`src/common/r24_bus_pkg.sv`:
```
`default_nettype none

package r24_bus_pkg;

    //////////////////////////////////////////////////////////////////////
    // APB widths
    //////////////////////////////////////////////////////////////////////

    localparam int ADDR_W   = 16;
    localparam int DATA_W   = 32;
    localparam int OFFSET_W = 12;  // Register offset inside one region

    typedef logic [ADDR_W-1:0]          apb_addr_t;
    typedef logic [DATA_W-1:0]          apb_data_t;
    typedef logic [ADDR_W-OFFSET_W-1:0] region_t;   // paddr[15:12]
    typedef logic [OFFSET_W-1:0]        offset_t;   // paddr[11:0]

    // Region map, 4 and 7 left unmapped
    localparam region_t REGION_INA  = 4'd0;
    localparam region_t REGION_INB  = 4'd1;
    localparam region_t REGION_OUTA = 4'd2;
    localparam region_t REGION_OUTB = 4'd3;
    localparam region_t REGION_DDSA = 4'd5;
    localparam region_t REGION_DDSB = 4'd6;

    //////////////////////////////////////////////////////////////////////
    // Register offsets
    //////////////////////////////////////////////////////////////////////

    localparam offset_t REG_CTRL      = 12'h000;  // att[1:0], amp_en[2]
    localparam offset_t REG_STATUS    = 12'h004;  // ADC only
    localparam offset_t REG_SRC       = 12'h004;  // DAC only
    localparam offset_t REG_SAMPLE    = 12'h008;  // ADC only
    localparam offset_t REG_CONST     = 12'h008;  // DAC only
    localparam offset_t REG_PHASE_INC = 12'h000;  // DDS
    localparam offset_t REG_PHASE     = 12'h004;  // DDS

    localparam int CTRL_AMP_BIT = 2;  // Amplifier enable in CTRL

endpackage

`default_nettype wire

```
`src/common/r24_dsp_pkg.sv`:
```
`default_nettype none

package r24_dsp_pkg;

    //////////////////////////////////////////////////////////////////////
    // Sample and phase types
    //////////////////////////////////////////////////////////////////////

    localparam int SAMPLE_W = 8;   // Converter width, both ADC and DAC
    localparam int PHASE_W  = 32;

    // Lowest phase bit that reaches the output
    localparam int PHASE_MSB_LO = PHASE_W - SAMPLE_W;

    typedef logic signed [SAMPLE_W-1:0] sample_t;
    typedef logic [PHASE_W-1:0]         phase_t;

    // Front-end attenuator step
    typedef logic [1:0] att_t;

    //////////////////////////////////////////////////////////////////////
    // DAC source select
    //////////////////////////////////////////////////////////////////////

    typedef enum logic [2:0] {
        SRC_INA   = 3'd0,  // ADC channel A
        SRC_INB   = 3'd1,  // ADC channel B
        SRC_DDSA  = 3'd2,
        SRC_DDSB  = 3'd3,
        SRC_CONST = 3'd4   // Constant register, highest legal code
    } dac_src_t;

endpackage

`default_nettype wire

```
`src/adc/adc_channel.sv`:
```
`timescale 1ns/1ps
`default_nettype none

module adc_channel import r24_bus_pkg::*, r24_dsp_pkg::*; (
    input  wire logic      clk,
    input  wire logic      rst_i,

    // Register port
    input  wire logic      sel_i,
    input  wire logic      penable_i,
    input  wire logic      pwrite_i,
    input  wire offset_t   offset_i,
    input  wire apb_data_t wdata_i,
    output apb_data_t      rdata_o,

    // Converter side
    input  wire sample_t   sample_i,
    input  wire logic      dor_i,     // Data overrange from the ADC
    output sample_t        sample_o,
    output att_t           att_o,
    output logic           amp_en_o
);

    logic    wr_en;
    sample_t sample_q;
    att_t    att_q;
    logic    amp_en_q;
    logic    ovr_q;      // Sticky overrange

    // Access phase write strobe
    assign wr_en = sel_i && penable_i && pwrite_i;

    //////////////////////////////////////////////////////////////////////
    // Sample path and registers
    //////////////////////////////////////////////////////////////////////

    always_ff @(posedge clk) begin
        if (rst_i) begin
            sample_q <= '0;
            att_q    <= '0;
            amp_en_q <= 1'b0;
            ovr_q    <= 1'b0;
        end else begin
            sample_q <= sample_i;  // Free running, one cycle
            if (wr_en && offset_i == REG_CTRL) begin
                att_q    <= att_t'(wdata_i[1:0]);
                amp_en_q <= wdata_i[CTRL_AMP_BIT];
            end
            // Set has priority over write-1-to-clear
            if (dor_i)
                ovr_q <= 1'b1;
            else if (wr_en && offset_i == REG_STATUS && wdata_i[0])
                ovr_q <= 1'b0;
        end
    end

    assign sample_o = sample_q;
    assign att_o    = att_q;
    assign amp_en_o = amp_en_q;

    // Read data, zero for unused offsets
    always_comb begin
        rdata_o = '0;
        case (offset_i)
            REG_CTRL: begin
                rdata_o[1:0]          = att_q;
                rdata_o[CTRL_AMP_BIT] = amp_en_q;
            end
            REG_STATUS: rdata_o[0] = ovr_q;
            REG_SAMPLE: rdata_o = {{(DATA_W-SAMPLE_W){sample_q[SAMPLE_W-1]}}, sample_q};
            default:    rdata_o = '0;
        endcase
    end

    // Flag must be up one cycle after any overrange
    ovr_sticky: assert property (@(posedge clk) disable iff (rst_i)
        dor_i |=> ovr_q);

endmodule

`default_nettype wire

```
`src/dac/dac_channel.sv`:
```
`timescale 1ns/1ps
`default_nettype none

module dac_channel import r24_bus_pkg::*, r24_dsp_pkg::*; (
    input  wire logic      clk,
    input  wire logic      rst_i,

    // Register port
    input  wire logic      sel_i,
    input  wire logic      penable_i,
    input  wire logic      pwrite_i,
    input  wire offset_t   offset_i,
    input  wire apb_data_t wdata_i,
    output apb_data_t      rdata_o,

    // Candidate sources
    input  wire sample_t   ina_i,
    input  wire sample_t   inb_i,
    input  wire sample_t   ddsa_i,
    input  wire sample_t   ddsb_i,

    output sample_t        dac_o,
    output att_t           att_o,
    output logic           amp_en_o
);

    logic     wr_en;
    att_t     att_q;
    logic     amp_en_q;
    dac_src_t src_q;
    sample_t  const_q;
    sample_t  src_data;   // Selected source, before the output flop
    sample_t  dac_q;

    assign wr_en = sel_i && penable_i && pwrite_i;

    //////////////////////////////////////////////////////////////////////
    // Control registers
    //////////////////////////////////////////////////////////////////////

    always_ff @(posedge clk) begin
        if (rst_i) begin
            att_q    <= '0;
            amp_en_q <= 1'b0;
            src_q    <= SRC_INA;
            const_q  <= '0;
        end else if (wr_en) begin
            case (offset_i)
                REG_CTRL: begin
                    att_q    <= att_t'(wdata_i[1:0]);
                    amp_en_q <= wdata_i[CTRL_AMP_BIT];
                end
                REG_SRC: begin
                    // Out of range codes leave the source unchanged
                    if (wdata_i <= apb_data_t'(SRC_CONST))
                        src_q <= dac_src_t'(wdata_i[2:0]);
                end
                REG_CONST: const_q <= sample_t'(wdata_i[SAMPLE_W-1:0]);
                default: ;
            endcase
        end
    end

    //////////////////////////////////////////////////////////////////////
    // Source mux and output register
    //////////////////////////////////////////////////////////////////////

    always_comb begin
        case (src_q)
            SRC_INA:  src_data = ina_i;
            SRC_INB:  src_data = inb_i;
            SRC_DDSA: src_data = ddsa_i;
            SRC_DDSB: src_data = ddsb_i;
            default:  src_data = const_q;  // SRC_CONST
        endcase
    end

    always_ff @(posedge clk) begin
        if (rst_i)
            dac_q <= '0;
        else
            dac_q <= src_data;  // Reloaded every cycle
    end

    assign dac_o    = dac_q;
    assign att_o    = att_q;
    assign amp_en_o = amp_en_q;

    always_comb begin
        rdata_o = '0;
        case (offset_i)
            REG_CTRL: begin
                rdata_o[1:0]          = att_q;
                rdata_o[CTRL_AMP_BIT] = amp_en_q;
            end
            REG_SRC:   rdata_o[2:0]          = src_q;
            REG_CONST: rdata_o[SAMPLE_W-1:0] = const_q;  // Zero extended
            default:   rdata_o = '0;
        endcase
    end

    src_legal: assert property (@(posedge clk) disable iff (rst_i)
        src_q <= SRC_CONST);

endmodule

`default_nettype wire

```
`src/dds/dds_block.sv`:
```
`timescale 1ns/1ps
`default_nettype none

module dds_block import r24_bus_pkg::*, r24_dsp_pkg::*; (
    input  wire logic      clk,
    input  wire logic      rst_i,

    // Register port
    input  wire logic      sel_i,
    input  wire logic      penable_i,
    input  wire logic      pwrite_i,
    input  wire offset_t   offset_i,
    input  wire apb_data_t wdata_i,
    output apb_data_t      rdata_o,

    output sample_t        dds_o      // Sawtooth, top phase byte
);

    logic   wr_en;
    logic   wr_phase;
    phase_t inc_q;      // Phase increment per clock
    phase_t phase_q;    // Accumulator

    assign wr_en    = sel_i && penable_i && pwrite_i;
    assign wr_phase = wr_en && (offset_i == REG_PHASE);

    //////////////////////////////////////////////////////////////////////
    // Increment register
    //////////////////////////////////////////////////////////////////////

    always_ff @(posedge clk) begin
        if (rst_i)
            inc_q <= '0;
        else if (wr_en && offset_i == REG_PHASE_INC)
            inc_q <= phase_t'(wdata_i);
    end

    //////////////////////////////////////////////////////////////////////
    // Phase accumulator
    //////////////////////////////////////////////////////////////////////

    always_ff @(posedge clk) begin
        if (rst_i)
            phase_q <= '0;
        else if (wr_phase)
            phase_q <= phase_t'(wdata_i);  // Load replaces the add
        else
            phase_q <= phase_q + inc_q;    // Wraps modulo 2^32
    end

    // Straight from the accumulator, no output flop
    assign dds_o = sample_t'(phase_q[PHASE_W-1:PHASE_MSB_LO]);

    // Read back
    always_comb begin
        case (offset_i)
            REG_PHASE_INC: rdata_o = apb_data_t'(inc_q);
            REG_PHASE:     rdata_o = apb_data_t'(phase_q);  // Live value
            default:       rdata_o = '0;
        endcase
    end

endmodule

`default_nettype wire

```
`src/logic/apb_decode.sv`:
```
`timescale 1ns/1ps
`default_nettype none

module apb_decode import r24_bus_pkg::*; (
    input  wire logic      clk,
    input  wire logic      rst_i,

    input  wire logic      psel_i,
    input  wire apb_addr_t paddr_i,

    output logic           sel_ina_o,
    output logic           sel_inb_o,
    output logic           sel_outa_o,
    output logic           sel_outb_o,
    output logic           sel_ddsa_o,
    output logic           sel_ddsb_o,

    input  wire apb_data_t rdata_ina_i,
    input  wire apb_data_t rdata_inb_i,
    input  wire apb_data_t rdata_outa_i,
    input  wire apb_data_t rdata_outb_i,
    input  wire apb_data_t rdata_ddsa_i,
    input  wire apb_data_t rdata_ddsb_i,
    output apb_data_t      prdata_o
);

    region_t region;

    assign region = paddr_i[ADDR_W-1:OFFSET_W];  // Top nibble

    // Per-block selects, qualified by psel
    assign sel_ina_o  = psel_i && (region == REGION_INA);
    assign sel_inb_o  = psel_i && (region == REGION_INB);
    assign sel_outa_o = psel_i && (region == REGION_OUTA);
    assign sel_outb_o = psel_i && (region == REGION_OUTB);
    assign sel_ddsa_o = psel_i && (region == REGION_DDSA);
    assign sel_ddsb_o = psel_i && (region == REGION_DDSB);

    // AND-OR read mux, one-hot selects so at most one term is live
    // Unmapped regions have no select and read zero
    assign prdata_o = ({DATA_W{sel_ina_o}}  & rdata_ina_i)
                    | ({DATA_W{sel_inb_o}}  & rdata_inb_i)
                    | ({DATA_W{sel_outa_o}} & rdata_outa_i)
                    | ({DATA_W{sel_outb_o}} & rdata_outb_i)
                    | ({DATA_W{sel_ddsa_o}} & rdata_ddsa_i)
                    | ({DATA_W{sel_ddsb_o}} & rdata_ddsb_i);

    sel_onehot: assert property (@(posedge clk) disable iff (rst_i)
        $onehot0({sel_ina_o, sel_inb_o, sel_outa_o, sel_outb_o, sel_ddsa_o, sel_ddsb_o}));

endmodule

`default_nettype wire

```
`src/logic/r24bb_core.sv`:
```
`timescale 1ns/1ps
`default_nettype none

module r24bb_core import r24_bus_pkg::*, r24_dsp_pkg::*; (
    input  wire logic      clk,
    input  wire logic      rst_i,

    // APB slave
    input  wire logic      psel_i,
    input  wire logic      penable_i,
    input  wire logic      pwrite_i,
    input  wire apb_addr_t paddr_i,
    input  wire apb_data_t pwdata_i,
    output apb_data_t      prdata_o,
    output logic           pready_o,
    output logic           pslverr_o,

    // Converter samples
    input  wire sample_t   adc_a_i,
    input  wire sample_t   adc_b_i,
    input  wire logic      adc_a_dor_i,
    input  wire logic      adc_b_dor_i,
    output sample_t        dac_a_o,
    output sample_t        dac_b_o,

    // Front-end controls
    output att_t           ina_att_o,
    output att_t           inb_att_o,
    output att_t           outa_att_o,
    output att_t           outb_att_o,
    output logic           ina_amp_en_o,
    output logic           inb_amp_en_o,
    output logic           outa_amp_en_o,
    output logic           outb_amp_en_o
);

    offset_t   offset;  // Shared by every block
    logic      sel_ina, sel_inb, sel_outa, sel_outb, sel_ddsa, sel_ddsb;
    apb_data_t rdata_ina, rdata_inb, rdata_outa, rdata_outb, rdata_ddsa, rdata_ddsb;
    sample_t   ina_data, inb_data, ddsa_data, ddsb_data;

    assign offset    = paddr_i[OFFSET_W-1:0];
    assign pready_o  = 1'b1;  // No wait states
    assign pslverr_o = 1'b0;

    //////////////////////////////////////////////////////////////////////
    // Address decode
    //////////////////////////////////////////////////////////////////////

    apb_decode u_decode (
        .clk(clk), .rst_i(rst_i), .psel_i(psel_i), .paddr_i(paddr_i),
        .sel_ina_o(sel_ina), .sel_inb_o(sel_inb), .sel_outa_o(sel_outa),
        .sel_outb_o(sel_outb), .sel_ddsa_o(sel_ddsa), .sel_ddsb_o(sel_ddsb),
        .rdata_ina_i(rdata_ina), .rdata_inb_i(rdata_inb), .rdata_outa_i(rdata_outa),
        .rdata_outb_i(rdata_outb), .rdata_ddsa_i(rdata_ddsa), .rdata_ddsb_i(rdata_ddsb),
        .prdata_o(prdata_o)
    );

    //////////////////////////////////////////////////////////////////////
    // ADC input channels
    //////////////////////////////////////////////////////////////////////

    adc_channel ina (
        .clk(clk), .rst_i(rst_i), .sel_i(sel_ina), .penable_i(penable_i),
        .pwrite_i(pwrite_i), .offset_i(offset), .wdata_i(pwdata_i), .rdata_o(rdata_ina),
        .sample_i(adc_a_i), .dor_i(adc_a_dor_i), .sample_o(ina_data),
        .att_o(ina_att_o), .amp_en_o(ina_amp_en_o)
    );

    adc_channel inb (
        .clk(clk), .rst_i(rst_i), .sel_i(sel_inb), .penable_i(penable_i),
        .pwrite_i(pwrite_i), .offset_i(offset), .wdata_i(pwdata_i), .rdata_o(rdata_inb),
        .sample_i(adc_b_i), .dor_i(adc_b_dor_i), .sample_o(inb_data),
        .att_o(inb_att_o), .amp_en_o(inb_amp_en_o)
    );

    //////////////////////////////////////////////////////////////////////
    // DAC output channels
    //////////////////////////////////////////////////////////////////////

    dac_channel outa (
        .clk(clk), .rst_i(rst_i), .sel_i(sel_outa), .penable_i(penable_i),
        .pwrite_i(pwrite_i), .offset_i(offset), .wdata_i(pwdata_i), .rdata_o(rdata_outa),
        .ina_i(ina_data), .inb_i(inb_data), .ddsa_i(ddsa_data), .ddsb_i(ddsb_data),
        .dac_o(dac_a_o), .att_o(outa_att_o), .amp_en_o(outa_amp_en_o)
    );

    dac_channel outb (
        .clk(clk), .rst_i(rst_i), .sel_i(sel_outb), .penable_i(penable_i),
        .pwrite_i(pwrite_i), .offset_i(offset), .wdata_i(pwdata_i), .rdata_o(rdata_outb),
        .ina_i(ina_data), .inb_i(inb_data), .ddsa_i(ddsa_data), .ddsb_i(ddsb_data),
        .dac_o(dac_b_o), .att_o(outb_att_o), .amp_en_o(outb_amp_en_o)
    );

    //////////////////////////////////////////////////////////////////////
    // DDS generators
    //////////////////////////////////////////////////////////////////////

    dds_block ddsa (
        .clk(clk), .rst_i(rst_i), .sel_i(sel_ddsa), .penable_i(penable_i),
        .pwrite_i(pwrite_i), .offset_i(offset), .wdata_i(pwdata_i), .rdata_o(rdata_ddsa),
        .dds_o(ddsa_data)
    );

    dds_block ddsb (
        .clk(clk), .rst_i(rst_i), .sel_i(sel_ddsb), .penable_i(penable_i),
        .pwrite_i(pwrite_i), .offset_i(offset), .wdata_i(pwdata_i), .rdata_o(rdata_ddsb),
        .dds_o(ddsb_data)
    );

endmodule

`default_nettype wire

```
`config.mk`:
```
export PLATFORM = sky130hd
export DESIGN_NAME = r24bb_core
export DESIGN_NICKNAME = d
export VERILOG_FILES = /design/src/common/r24_bus_pkg.sv /design/src/common/r24_dsp_pkg.sv /design/src/adc/adc_channel.sv /design/src/dac/dac_channel.sv /design/src/dds/dds_block.sv /design/src/logic/apb_decode.sv /design/src/logic/r24bb_core.sv
export SDC_FILE = /design/constraint.sdc
export NUM_CORES = 1
export LEC_CHECK = 0
export ABC_AREA = 0
export BUFFER_PORTS_ARGS = -buffer_cell sky130_fd_sc_hd__buf_2
export CORE_MARGIN = 2
export CORE_UTILIZATION = 55
export DETAILED_ROUTE_END_ITERATION = 6
export HOLD_SLACK_MARGIN = 0.02
export PLACE_DENSITY = 0.79
export SYNTH_ARGS = -nofsm -noshare
export SYNTH_HDL_FRONTEND = slang
export SYNTH_SLANG_ARGS = --single-unit
export TNS_END_PERCENT = 50
```
`constraint.sdc`:
```
create_clock -name clk -period 4.9 [get_ports clk]
set_input_delay 0.98 -clock clk [delete_from_list [all_inputs] [get_ports clk]]
set_output_delay 0.98 -clock clk [all_outputs]
set_load 0.03 [all_outputs]
```
---- Yosys cells after proc, flatten, opt, wreduce, memory -nomap -nowiden ----
Cells that the tools add are included.
Widths: inputs -> output; s select.
word-level totals
  input bits .............................. 71
  output and inout port bits .............. 62
  memories kept ........................... 0
  memory bits (writable) .................. 0
  register bits ........................... 196
  bits in latches ......................... 0
  ROM bits ................................ 0
  word-level logic and storage cells ...... 109
operators by class
  multiply operators ...................... 0
  shift-type cells ........................ 0
  divide/modulo/power cells ............... 0
  add/sub/neg operators ................... 2
  reduce and logical (&&, ||, !) cells .... 40
  muxes and demuxes ....................... 20
  bitwise logic cells ..................... 11
  equal/unequal tests ..................... 13
  magnitude comparators ................... 1
operators with widths
  kind                 count
  $or 32x32->32        5
  $and 32x32->32       4
  $pmux 32 s2          2
  $add 32x32->32       2
  $and 32x8->32        2
  $mux 32              2
  $pmux 8 s4           2
  $mux 29              2
  $le 32x3->1 const B  1
  $logic_and 1x1->1    28
  $pmux 3 s3           2
  $eq 12x3->1 const B  1
  $eq 12x4->1 const B  1
  $eq 3x2->1 const B   4
  $logic_not 12->1     1
  $mux 5               2
  $eq 4x2->1 const B   2
  $eq 4x3->1 const B   2
  $pmux 2 s2           2
  $reduce_and 2->1     4
  $eq 3x1->1 const B   2
  $logic_not 3->1      2
  $pmux 1 s3           2
  $reduce_and 3->1     2
  4 further kinds      8

---- Depth between registers and ports, before layout ----
Gate-level depths: netlist of the first run.
  depth after elaboration ................. 8
  gate-level depth with buffers ........... 11
  mapped depth without buffers ............ 11

---- Modules after synthesis ----
From an unflattened synthesis of the first run, not the netlist that was laid out.
second synthesis, totals
  cells, all modules ...................... 1,886
  area total of the unflattened synthesis .. 14,994.4 um^2
modules (own cells, without submodules)
  module            instances  seq. area each (um^2)  area each (um^2)  cells an instance
  dds_block (ddsa)  1          1,281.2                4,513.1           598
  dds_block (ddsb)  1          1,281.2                4,410.5           591
  dac_channel       2          440.4                  1,498.9           165
  apb_decode        1          0.0                    1,594.0           205
  adc_channel       2          240.2                  728.2             79
  r24bb_core        1          0.0                    22.5              4

---- Least setup slack after synthesis of the first run ----
OpenSTA, ideal clock, no wires.
  path kind ............................... input to output
  start point ............................. input port paddr_i[2]
  end point ............................... output port prdata_o[7]
  data required time ...................... 3.920 ns
  data arrival time ....................... 3.014 ns
  setup slack ............................. 0.906 ns
  buffers on the path ..................... 4
  stages .................................. 6
  path through ............................ clkbuf_1 > buf_2 > clkbuf_1 > buf_1 > mux2i_1 > o21ai_0
between the ends
  word-level cells in the longest chain between the ends .. 8
  elaborated cells between the ends (all ways) .. 20
  those cells by class .................... eq/ne (2); mux (6); bitwise (11); reduce/logical (1)
RTL lines
  item                               RTL line                              RTL
  from (decl)                        r24bb_core.sv:12                      input wire apb_addr_t paddr_i,
  $eq 12x4->1                        adc_channel.sv:64, dac_channel.sv:91
  $mux 29                            adc_channel.sv:64                     case (offset_i)
  $and 32x32->32 (on tied branches)  apb_decode.sv:41, apb_decode.sv:42
  $or 32x32->32                      apb_decode.sv:42                      | ({DATA_W{sel_inb_o}} & rdata_inb_i)
  $or 32x32->32                      apb_decode.sv:43                      | ({DATA_W{sel_outa_o}} & rdata_outa_i)
  $or 32x32->32                      apb_decode.sv:44                      | ({DATA_W{sel_outb_o}} & rdata_outb_i)
  $or 32x32->32                      apb_decode.sv:45                      | ({DATA_W{sel_ddsa_o}} & rdata_ddsa_i)
  $or 32x32->32 (*)                  apb_decode.sv:46                      | ({DATA_W{sel_ddsb_o}} & rdata_ddsb_i);
  to (decl)                          r24bb_core.sv:14                      output apb_data_t prdata_o,
Mark *: on every way between the ends. The rest lies on a longest branch, timed or not.

---- Worst setup path after layout of the first run ----
  start point ............................. input port paddr_i[3]
  end point ............................... output port prdata_o[26]
between the ends
  word-level cells in the longest chain between the ends .. 8
  elaborated cells between the ends (all ways) .. 16
  those cells by class .................... eq/ne (2); mux (4); bitwise (9); reduce/logical (1)
RTL lines
  item                               RTL line
  $eq 12x4->1                        adc_channel.sv:64
  $mux 29                            adc_channel.sv:64
  $and 32x32->32 (on tied branches)  apb_decode.sv:41, apb_decode.sv:42
  $or 32x32->32                      apb_decode.sv:42
  $or 32x32->32                      apb_decode.sv:43
  $or 32x32->32                      apb_decode.sv:44
  $or 32x32->32                      apb_decode.sv:45
  $or 32x32->32 (*)                  apb_decode.sv:46
Marks and branches as above.

==> results.tsv, run 1 <==
stage	metric	value	unit
outcome	outcome	completed	
power_and_ir_drop	leakage	5.599	nW
drt	route.detailed.drc	0	
clock_network	numClockSinks	196	
critical_path	r2r_setup_slack	1630	ps
drt	vias	11780	
clock_network	cts_tree	built	
finish	diodes	0	
critical_path	required	3920	ps
global_routing	grt_overflow	0	
clock_network	clkTransAtPathRegs	80	ps
power_and_ir_drop	vdd_drop_max	0.1818	mV
logic_synthesis	synthArstFlopShare	0	%
sta	finalCritPeriodShare	89.04	%
die	die_w	152.8	um
die	initial_core_util	55.96	%
critical_path	critPathLaunchType	input port	
die	die_h	152.8	um
sta	worstMarginPinSlew	1080	ps
logic_synthesis	yosys_register_bits	196	
clock_network	cts_buffer_depth	2	
global_routing	grt_usage	31.51	%
sta	drv_slew	0	
critical_path	critical_path_arrival	3380	ps
logic_synthesis	syn_avg_cell_area	8.199	sq um
clock_network	numCtsBuffers	17	
critical_path	critical_path_class	input port to primary output	
critical_path	cp-end-kind	primary output	
sta	period_minus_slack	4363	ps
clock_network	h-tree-depth	4	
sta	fin_skew	18.14	ps
logic_synthesis	synthDistinctLibCells	74	
sta	setup-tns-final	0	ps
clock_network	postCtsSetupRepairBufs	0	
logic_synthesis	synth-edff-count	0	
place	port_buffers	130	
logic_synthesis	yosysSeqAreaShare	32.23	%
drt	first_pass_iters	7	
clock_network	clk_latency	450	ps
critical_path	slowest_stage	or3_1	
drt	first_iter_violations	1139	
min_path	hp-class	register to register	
global_routing	grt_first_pass_wirelength	59600	um
sta	whs	470.8	ps
global_routing	grt_max_degree	148	
logic_synthesis	netlist_area	12180	sq um
job	drv_cap	0	
place	gp_congestion	0.9854	
global_routing	grt_antenna_before_repair	0	
die	die_area	23340	sq um
finish	drive_gt1_share	14.76	%
clock_network	cts_resized	0	
drt	antenna_violating_nets_post_route	0	
finish	areaGrowthSynthToFinish	11.47	%
drt	routed_wirelength	37300	um
sta	relSlewSlack	27.97	%
die	coreArea	21760	sq um
drt	vias_per_cell	6.360	
sta	max_freq	229.2	MHz
power_and_ir_drop	power_density	241.1	nW/um^2
sta	hold_viol_final	0	
die	rows	54	
logic_synthesis	yosys_warnings	0	
critical_path	crit_chain	buf_2, inv_1, nor2_1, nand2b_1, or3_1, buf_4, o221ai_1, buf_2	
logic_synthesis	syn-num-nets	1620	
logic_synthesis	synth_flop_cell	dfxtp_1	
sta	rsz0062_at_grt	no	
clock_network	cts_hold_buffers	0	
finish	fin_nets	1694	
critical_path	cpPeakStageDelay	700	ps
die	ios	133	
logic_synthesis	synth_cells	1485	
sta	finalSetupViolations	0	
critical_path	cp.buffers_inverters	4	
global_routing	grt_pass1_vias	11160	
critical_path	crit_fanout	14	
critical_path	crit_top_cell	buf_2	
critical_path	critical_path.top_delay_family	simple AND/OR/NAND/NOR gates	
drt	wire_per_inst	20.14	um
place	hpwl	26970	um
clock_network	cts_root_buffer	clkbuf_16	
sequential cells by signal, summed over array words and instances, names as in the netlist, 2 cells and up:
register / count
outb.dac_o: 8
outa.att_o: 2
outb.src_q: 3
inb.sample_o: 8
ina.att_o: 2
outb.const_q: 8
ina.sample_o: 8
ddsb.inc_q: 32
inb.att_o: 2
ddsa.phase_q: 32
ddsb.phase_q: 32
ddsa.inc_q: 32
outa.const_q: 8
outa.src_q: 3
outa.dac_o: 8
outb.att_o: 2
through the flow:
stage	utilization, %	area, sq um	instances	worst slack, ps	power, W
after floorplan	-	12180	1485	906.5	0.001779
after global placement	59.58	12960	1820	720.3	0.001865
after detailed placement	59.58	12960	1820	613.1	0.001869
after CTS	62.38	13570	1852	601.6	0.003275
after global routing	62.38	13570	1852	423.7	0.003363
final	62.38	13570	1852	537.3	0.003272
logic make-up after synthesis:
logic type,after synthesis,synth area share [%]
other,2,0.06168
flip-flops,196,32.23
AND/OR/NAND/NOR,546,20.72
XOR/XNOR,42,3.021
multiplexers,141,13.87
buffers and inverters,113,3.761
adder cells (fa/ha/maj),64,6.700
AO/OA/AOI/OAI,381,19.64
Yosys cell counts (5+ instances only):
| cell type | instances | area (sq um) |
|---|---|---|
| a211o_1 | 7 | 61.31 |
| a211oi_1 | 19 | 142.6 |
| a21o_1 | 31 | 232.7 |
| a21oi_1 | 174 | 870.8 |
| a41oi_1 | 6 | 52.55 |
| and2_1 | 8 | 50.05 |
| and3_1 | 10 | 62.56 |
| and4_1 | 5 | 43.79 |
| buf_1 | 11 | 41.29 |
| buf_2 | 6 | 30.03 |
| buf_4 | 5 | 37.54 |
| clkbuf_1 | 72 | 270.3 |
| dfxtp_1 | 196 | 3924 |
| ha_1 | 62 | 775.7 |
| inv_1 | 18 | 67.56 |
| mux2i_1 | 117 | 1171 |
| mux4_2 | 22 | 495.5 |
| nand2_1 | 267 | 1002 |
| nand2b_1 | 7 | 43.79 |
| nand3_1 | 32 | 160.2 |
| nand3b_1 | 10 | 75.07 |
| nand4_1 | 9 | 56.30 |
| nor2_1 | 101 | 379.1 |
| nor2b_1 | 28 | 175.2 |
| nor3_1 | 17 | 85.08 |
| nor3b_1 | 6 | 45.04 |
| nor4_1 | 10 | 62.56 |
| o211ai_1 | 10 | 75.07 |
| o21a_1 | 6 | 45.04 |
| o21ai_0 | 47 | 235.2 |
| o21bai_1 | 6 | 45.04 |
| o221ai_1 | 31 | 271.5 |
| o31ai_1 | 5 | 37.54 |
| or2_2 | 7 | 43.79 |
| or3_1 | 5 | 31.28 |
| xnor2_1 | 23 | 201.4 |
| xor2_1 | 19 | 166.4 |
cell usage in the layout (no fill, tap or decap), types with 8 or more instances in the layout:
cell	netlist	layout
clkbuf_16	0	17
nand4_1	9	9
nor3_1	17	17
buf_4	5	20
a211oi_1	19	19
dfxtp_1	196	196
mux2i_1	117	117
o21ai_0	47	47
ha_1	62	62
inv_1	18	18
xor2_1	19	19
mux4_2	22	22
o221ai_1	31	31
nor2_1	101	99
and3_1	10	10
nor4_1	10	10
nor2b_1	28	28
a21oi_1	174	174
xnor2_1	23	23
o211ai_1	10	10
and2_1	8	8
a21o_1	31	31
nand2_1	267	267
nand3b_1	10	10
nand3_1	32	32
buf_2	6	128
power breakdown:
part	internal, W	leakage, nW	total, W	switching, W
Sequential	0.00161	1.59	0.00162	0.0000136
Clock	0.000698	0.295	0.00144	0.000738
Combinational	0.0000772	3.72	0.000215	0.000138
Total	0.00238	5.60	0.00327	0.000889
layout make-up:
cell class / count / area (sq um)
timing repair buffer: 150 / 822.0
multi-input combinational: 1176 / 7799
sequential: 196 / 3924
fill: 1866 / 8184
tap: 280 / 350.3
clock inverter: 14 / 180.2
clock buffer: 18 / 429.2
inverter: 18 / 67.56
worst paths after layout:
path | depth (start not counted) | endpoint | from
min | 2 | ddsb.inc_q[12]$_SDFFE_PP0P_ | ddsb.inc_q[12]$_SDFFE_PP0P_
max reg2reg | 11 | ddsa.phase_q[30]$_SDFF_PP0_ | ddsa.inc_q[0]$_SDFFE_PP0P_
max | 8 | prdata_o[26] | paddr_i[3]
min reg2reg | 2 | ddsb.inc_q[12]$_SDFFE_PP0P_ | ddsb.inc_q[12]$_SDFFE_PP0P_
per-layer routing:
metal	up-vias	track usage [%]	part of all wire [%]
li1	5508	-	-
met1	5547	41.74	41
met2	624	50.48	46
met3	99	6.342	9.4
met4	0	12.87	3.6
met5	-	0	0
worst min-delay path: cells and delay by family (launching register included):
family          cells  cell delay [ps]
compound gates      1               50
flops               1              330
simple gates        1               60
Note: power is estimated with default switching activity, not from simulation.
==> run 2: changes to the inputs <==
--- a/config.mk
+++ b/config.mk
@@ -8,10 +8,12 @@
 export ABC_AREA = 0
 export BUFFER_PORTS_ARGS = -buffer_cell sky130_fd_sc_hd__buf_2
 export CORE_MARGIN = 2
-export CORE_UTILIZATION = 55
+export CORE_UTILIZATION = 56
+export CTS_CLUSTER_SIZE = 20
 export DETAILED_ROUTE_END_ITERATION = 6
 export HOLD_SLACK_MARGIN = 0.02
-export PLACE_DENSITY = 0.79
+export PLACE_DENSITY = 0.81
+export SKIP_LAST_GASP = 1
 export SYNTH_ARGS = -nofsm -noshare
 export SYNTH_HDL_FRONTEND = slang
 export SYNTH_SLANG_ARGS = --single-unit
==> results.tsv, run 2 (synthesis results as in run 1) <==
stage	metric	value	unit	change
die	die_area	22940	sq um	-1.7%
finish	drive_gt1_share	14.55	%	-0.21 points
drt	vias_per_cell	6.421		+0.97%
sta	hold_viol_final	0		unchanged
power_and_ir_drop	switching_share	28.14	%	+0.95 points
critical_path	crit_fanout	15		+1
critical_path	required	3920	ps	about the same
drt	antenna_violating_nets_post_route	0		unchanged
die	die_w	151.5	um	-0.87%
global_routing	grt_first_pass_wirelength	58000	um	-2.7%
drt	m1WireLength	15130	um	-0.99%
clock_network	clk_latency	450	ps	about the same
global_routing	grt_max_degree	144		-2.7%
drt	wire_per_inst	20.45	um	+1.5%
drt	vias	11830		+0.42%
drt	met2_length	16900	um	-1.5%
power_and_ir_drop	clockPowerShare	45.2	%	+1.3 points
power_and_ir_drop	leakage	5.598	nW	about the same
finish	diodes	0		unchanged
drt	first_iter_violations	1194		+4.8%
critical_path	critical_path.top_delay_family	simple AND/OR/NAND/NOR gates		
critical_path	critical_path_arrival	3370	ps	about the same
drt	first_pass_iters	5		-2
power_and_ir_drop	pwr-share-comb	6.4	%	-0.2 points
clock_network	h-tree-depth	4		unchanged
sta	fin_skew	12.78	ps	-5.359 ps
power_and_ir_drop	finalPower	0.003349	W	+2.4%
power_and_ir_drop	vdd_drop_max	0.2428	mV	+34%
die	coreArea	21150	sq um	-2.8%
sta	relSlewSlack	30.23	%	+2.3 points
critical_path	r2r_setup_slack	1690	ps	+60 ps
clock_network	clkTransAtPathRegs	80	ps	about the same
critical_path	critical_path_class	input port to primary output		
critical_path	crit_top_cell	buf_2		
clock_network	cts_hold_buffers	0		unchanged
sta	period_minus_slack	4352	ps	-11.12 ps
clock_network	cts_buffer_depth	2		unchanged
clock_network	cts_resized	0		unchanged
global_routing	grt_pass1_vias	10840		-2.9%
critical_path	cpPeakStageDelay	490	ps	-210 ps
sta	worstMarginPinSlew	1047	ps	-33.98 ps
finish	final_cell_mix	nand2_1, dfxtp_1, a21oi_1		
critical_path	cp.buffers_inverters	3		-1
global_routing	grt_antenna_before_repair	0		unchanged
power_and_ir_drop	p_int	0.002407	W	+1.0%
clock_network	numCtsBuffers	17		unchanged
job	drv_cap	0		unchanged
sta	finalSetupViolations	0		unchanged
critical_path	crit_chain	buf_2, nor4_1, nand3_1, nor2_1, nand2_1, buf_4, o221ai_1, buf_2		
power_and_ir_drop	power_density	246.6	nW/um^2	+2.3%
die	ios	133		unchanged
place	port_buffers	130		unchanged
sta	rsz0062_at_grt	no		
power_and_ir_drop	p_switching	0.0009422	W	+5.9%
clock_network	cts_root_buffer	clkbuf_16		
clock_network	cts_tree	built		
critical_path	cp-end-kind	primary output		
drt	route.detailed.drc	0		unchanged
min_path	hp-class	register to register		
drt	met3_length	3956	um	+13%
finish	fin_nets	1689		-0.30%
sta	drv_slew	0		unchanged
global_routing	grt_overflow	0		unchanged
drt	routed_wirelength	37670	um	+0.99%
outcome	outcome	completed		
place	hpwl	26980	um	about the same
drt	top_layer_used	met4		
die	rows	53		-1.9%
sta	setup-tns-final	0	ps	unchanged
finish	final_common_cell	nand2_1		
clock_network	numClockSinks	196		unchanged
power_and_ir_drop	pwr-share-seq	48.4	%	-1.1 points
finish	areaGrowthSynthToFinish	11.55	%	about the same
clock_network	postCtsSetupRepairBufs	0		unchanged
die	die_h	151.5	um	-0.87%
global_routing	grt_usage	32.67	%	+1.2 points
critical_path	critPathLaunchType	input port		
die	initial_core_util	57.56	%	+1.6 points
critical_path	slowest_stage	nand2_1		
place	gp_congestion	0.9469		-3.9%
finish	fillerInstances	1781		-4.6%
sta	max_freq	229.8	MHz	+0.26%
sta	finalCritPeriodShare	88.81	%	-0.23 points
-- run 2: path summary, 6_finish.rpt --
check | startpoint | endpoint | depth (start not counted)
min reg2reg | ddsa.inc_q[17]$_SDFFE_PP0P_ | ddsa.inc_q[17]$_SDFFE_PP0P_ | 2
max | paddr_i[1] | prdata_o[22] | 8
min | ddsa.inc_q[17]$_SDFFE_PP0P_ | ddsa.inc_q[17]$_SDFFE_PP0P_ | 2
max reg2reg | ddsa.inc_q[0]$_SDFFE_PP0P_ | ddsa.phase_q[24]$_SDFF_PP0_ | 11
-- run 2: per-layer routing --
layer  vias to the layer above  GRT usage (%)
met5                         -              0
met3                       120          6.168
met2                       679          52.10
li1                       5478              -
met4                         0          15.47
met1                      5551          42.81
-- run 2: final cells by class --
type	count	area [sq um]	share of cell area, %
Clock inverter	15	225.2	1.658
Tap cell	275	344.1	2.533
Inverter	18	67.56	0.4975
Multi-Input combinational cell	1176	7799	57.42
Timing Repair Buffer	145	797.0	5.868
Sequential cell	196	3924	28.89
Clock buffer	17	425.4	3.132
-- run 2: metrics by stage --
stage | instance area, sq um | setup WS, ps | hold WS, ps | util (%) | instances
final | 13580 | 548.4 | 475.1 | 64.20 | 1842
after global routing | 13580 | 349.0 | 497.6 | 64.20 | 1842
after CTS | 13580 | 566.5 | 473.5 | 64.20 | 1842
after detailed placement | 12930 | 531.7 | 464.1 | 61.13 | 1810
after global placement | 12930 | 725.8 | 454.4 | 61.13 | 1810
after floorplan | 12180 | 906.5 | 445.5 | - | 1485
-- run 2: worst register-to-register path: cells and delay by family (launching register included) --
family | cells | cell delay (ps)
flops | 1 | 360
fa+ha+maj | 2 | 600
compound gates | 5 | 1330
buf+inv | 1 | 70
mux | 1 | 280
simple gates | 2 | 410
-- run 2: power by group through the flow --
stage | Clock [W] | Combinational, W | Sequential (W)
2_1_floorplan | 0 | 0.000116 | 0.00166
4_1_cts | 0.00152 | 0.000210 | 0.00162
3_3_place_gp | 0 | 0.000207 | 0.00166
6_report | 0.00151 | 0.000214 | 0.00162
3_5_place_dp | 0 | 0.000210 | 0.00166
5_1_grt | 0.00159 | 0.000226 | 0.00162
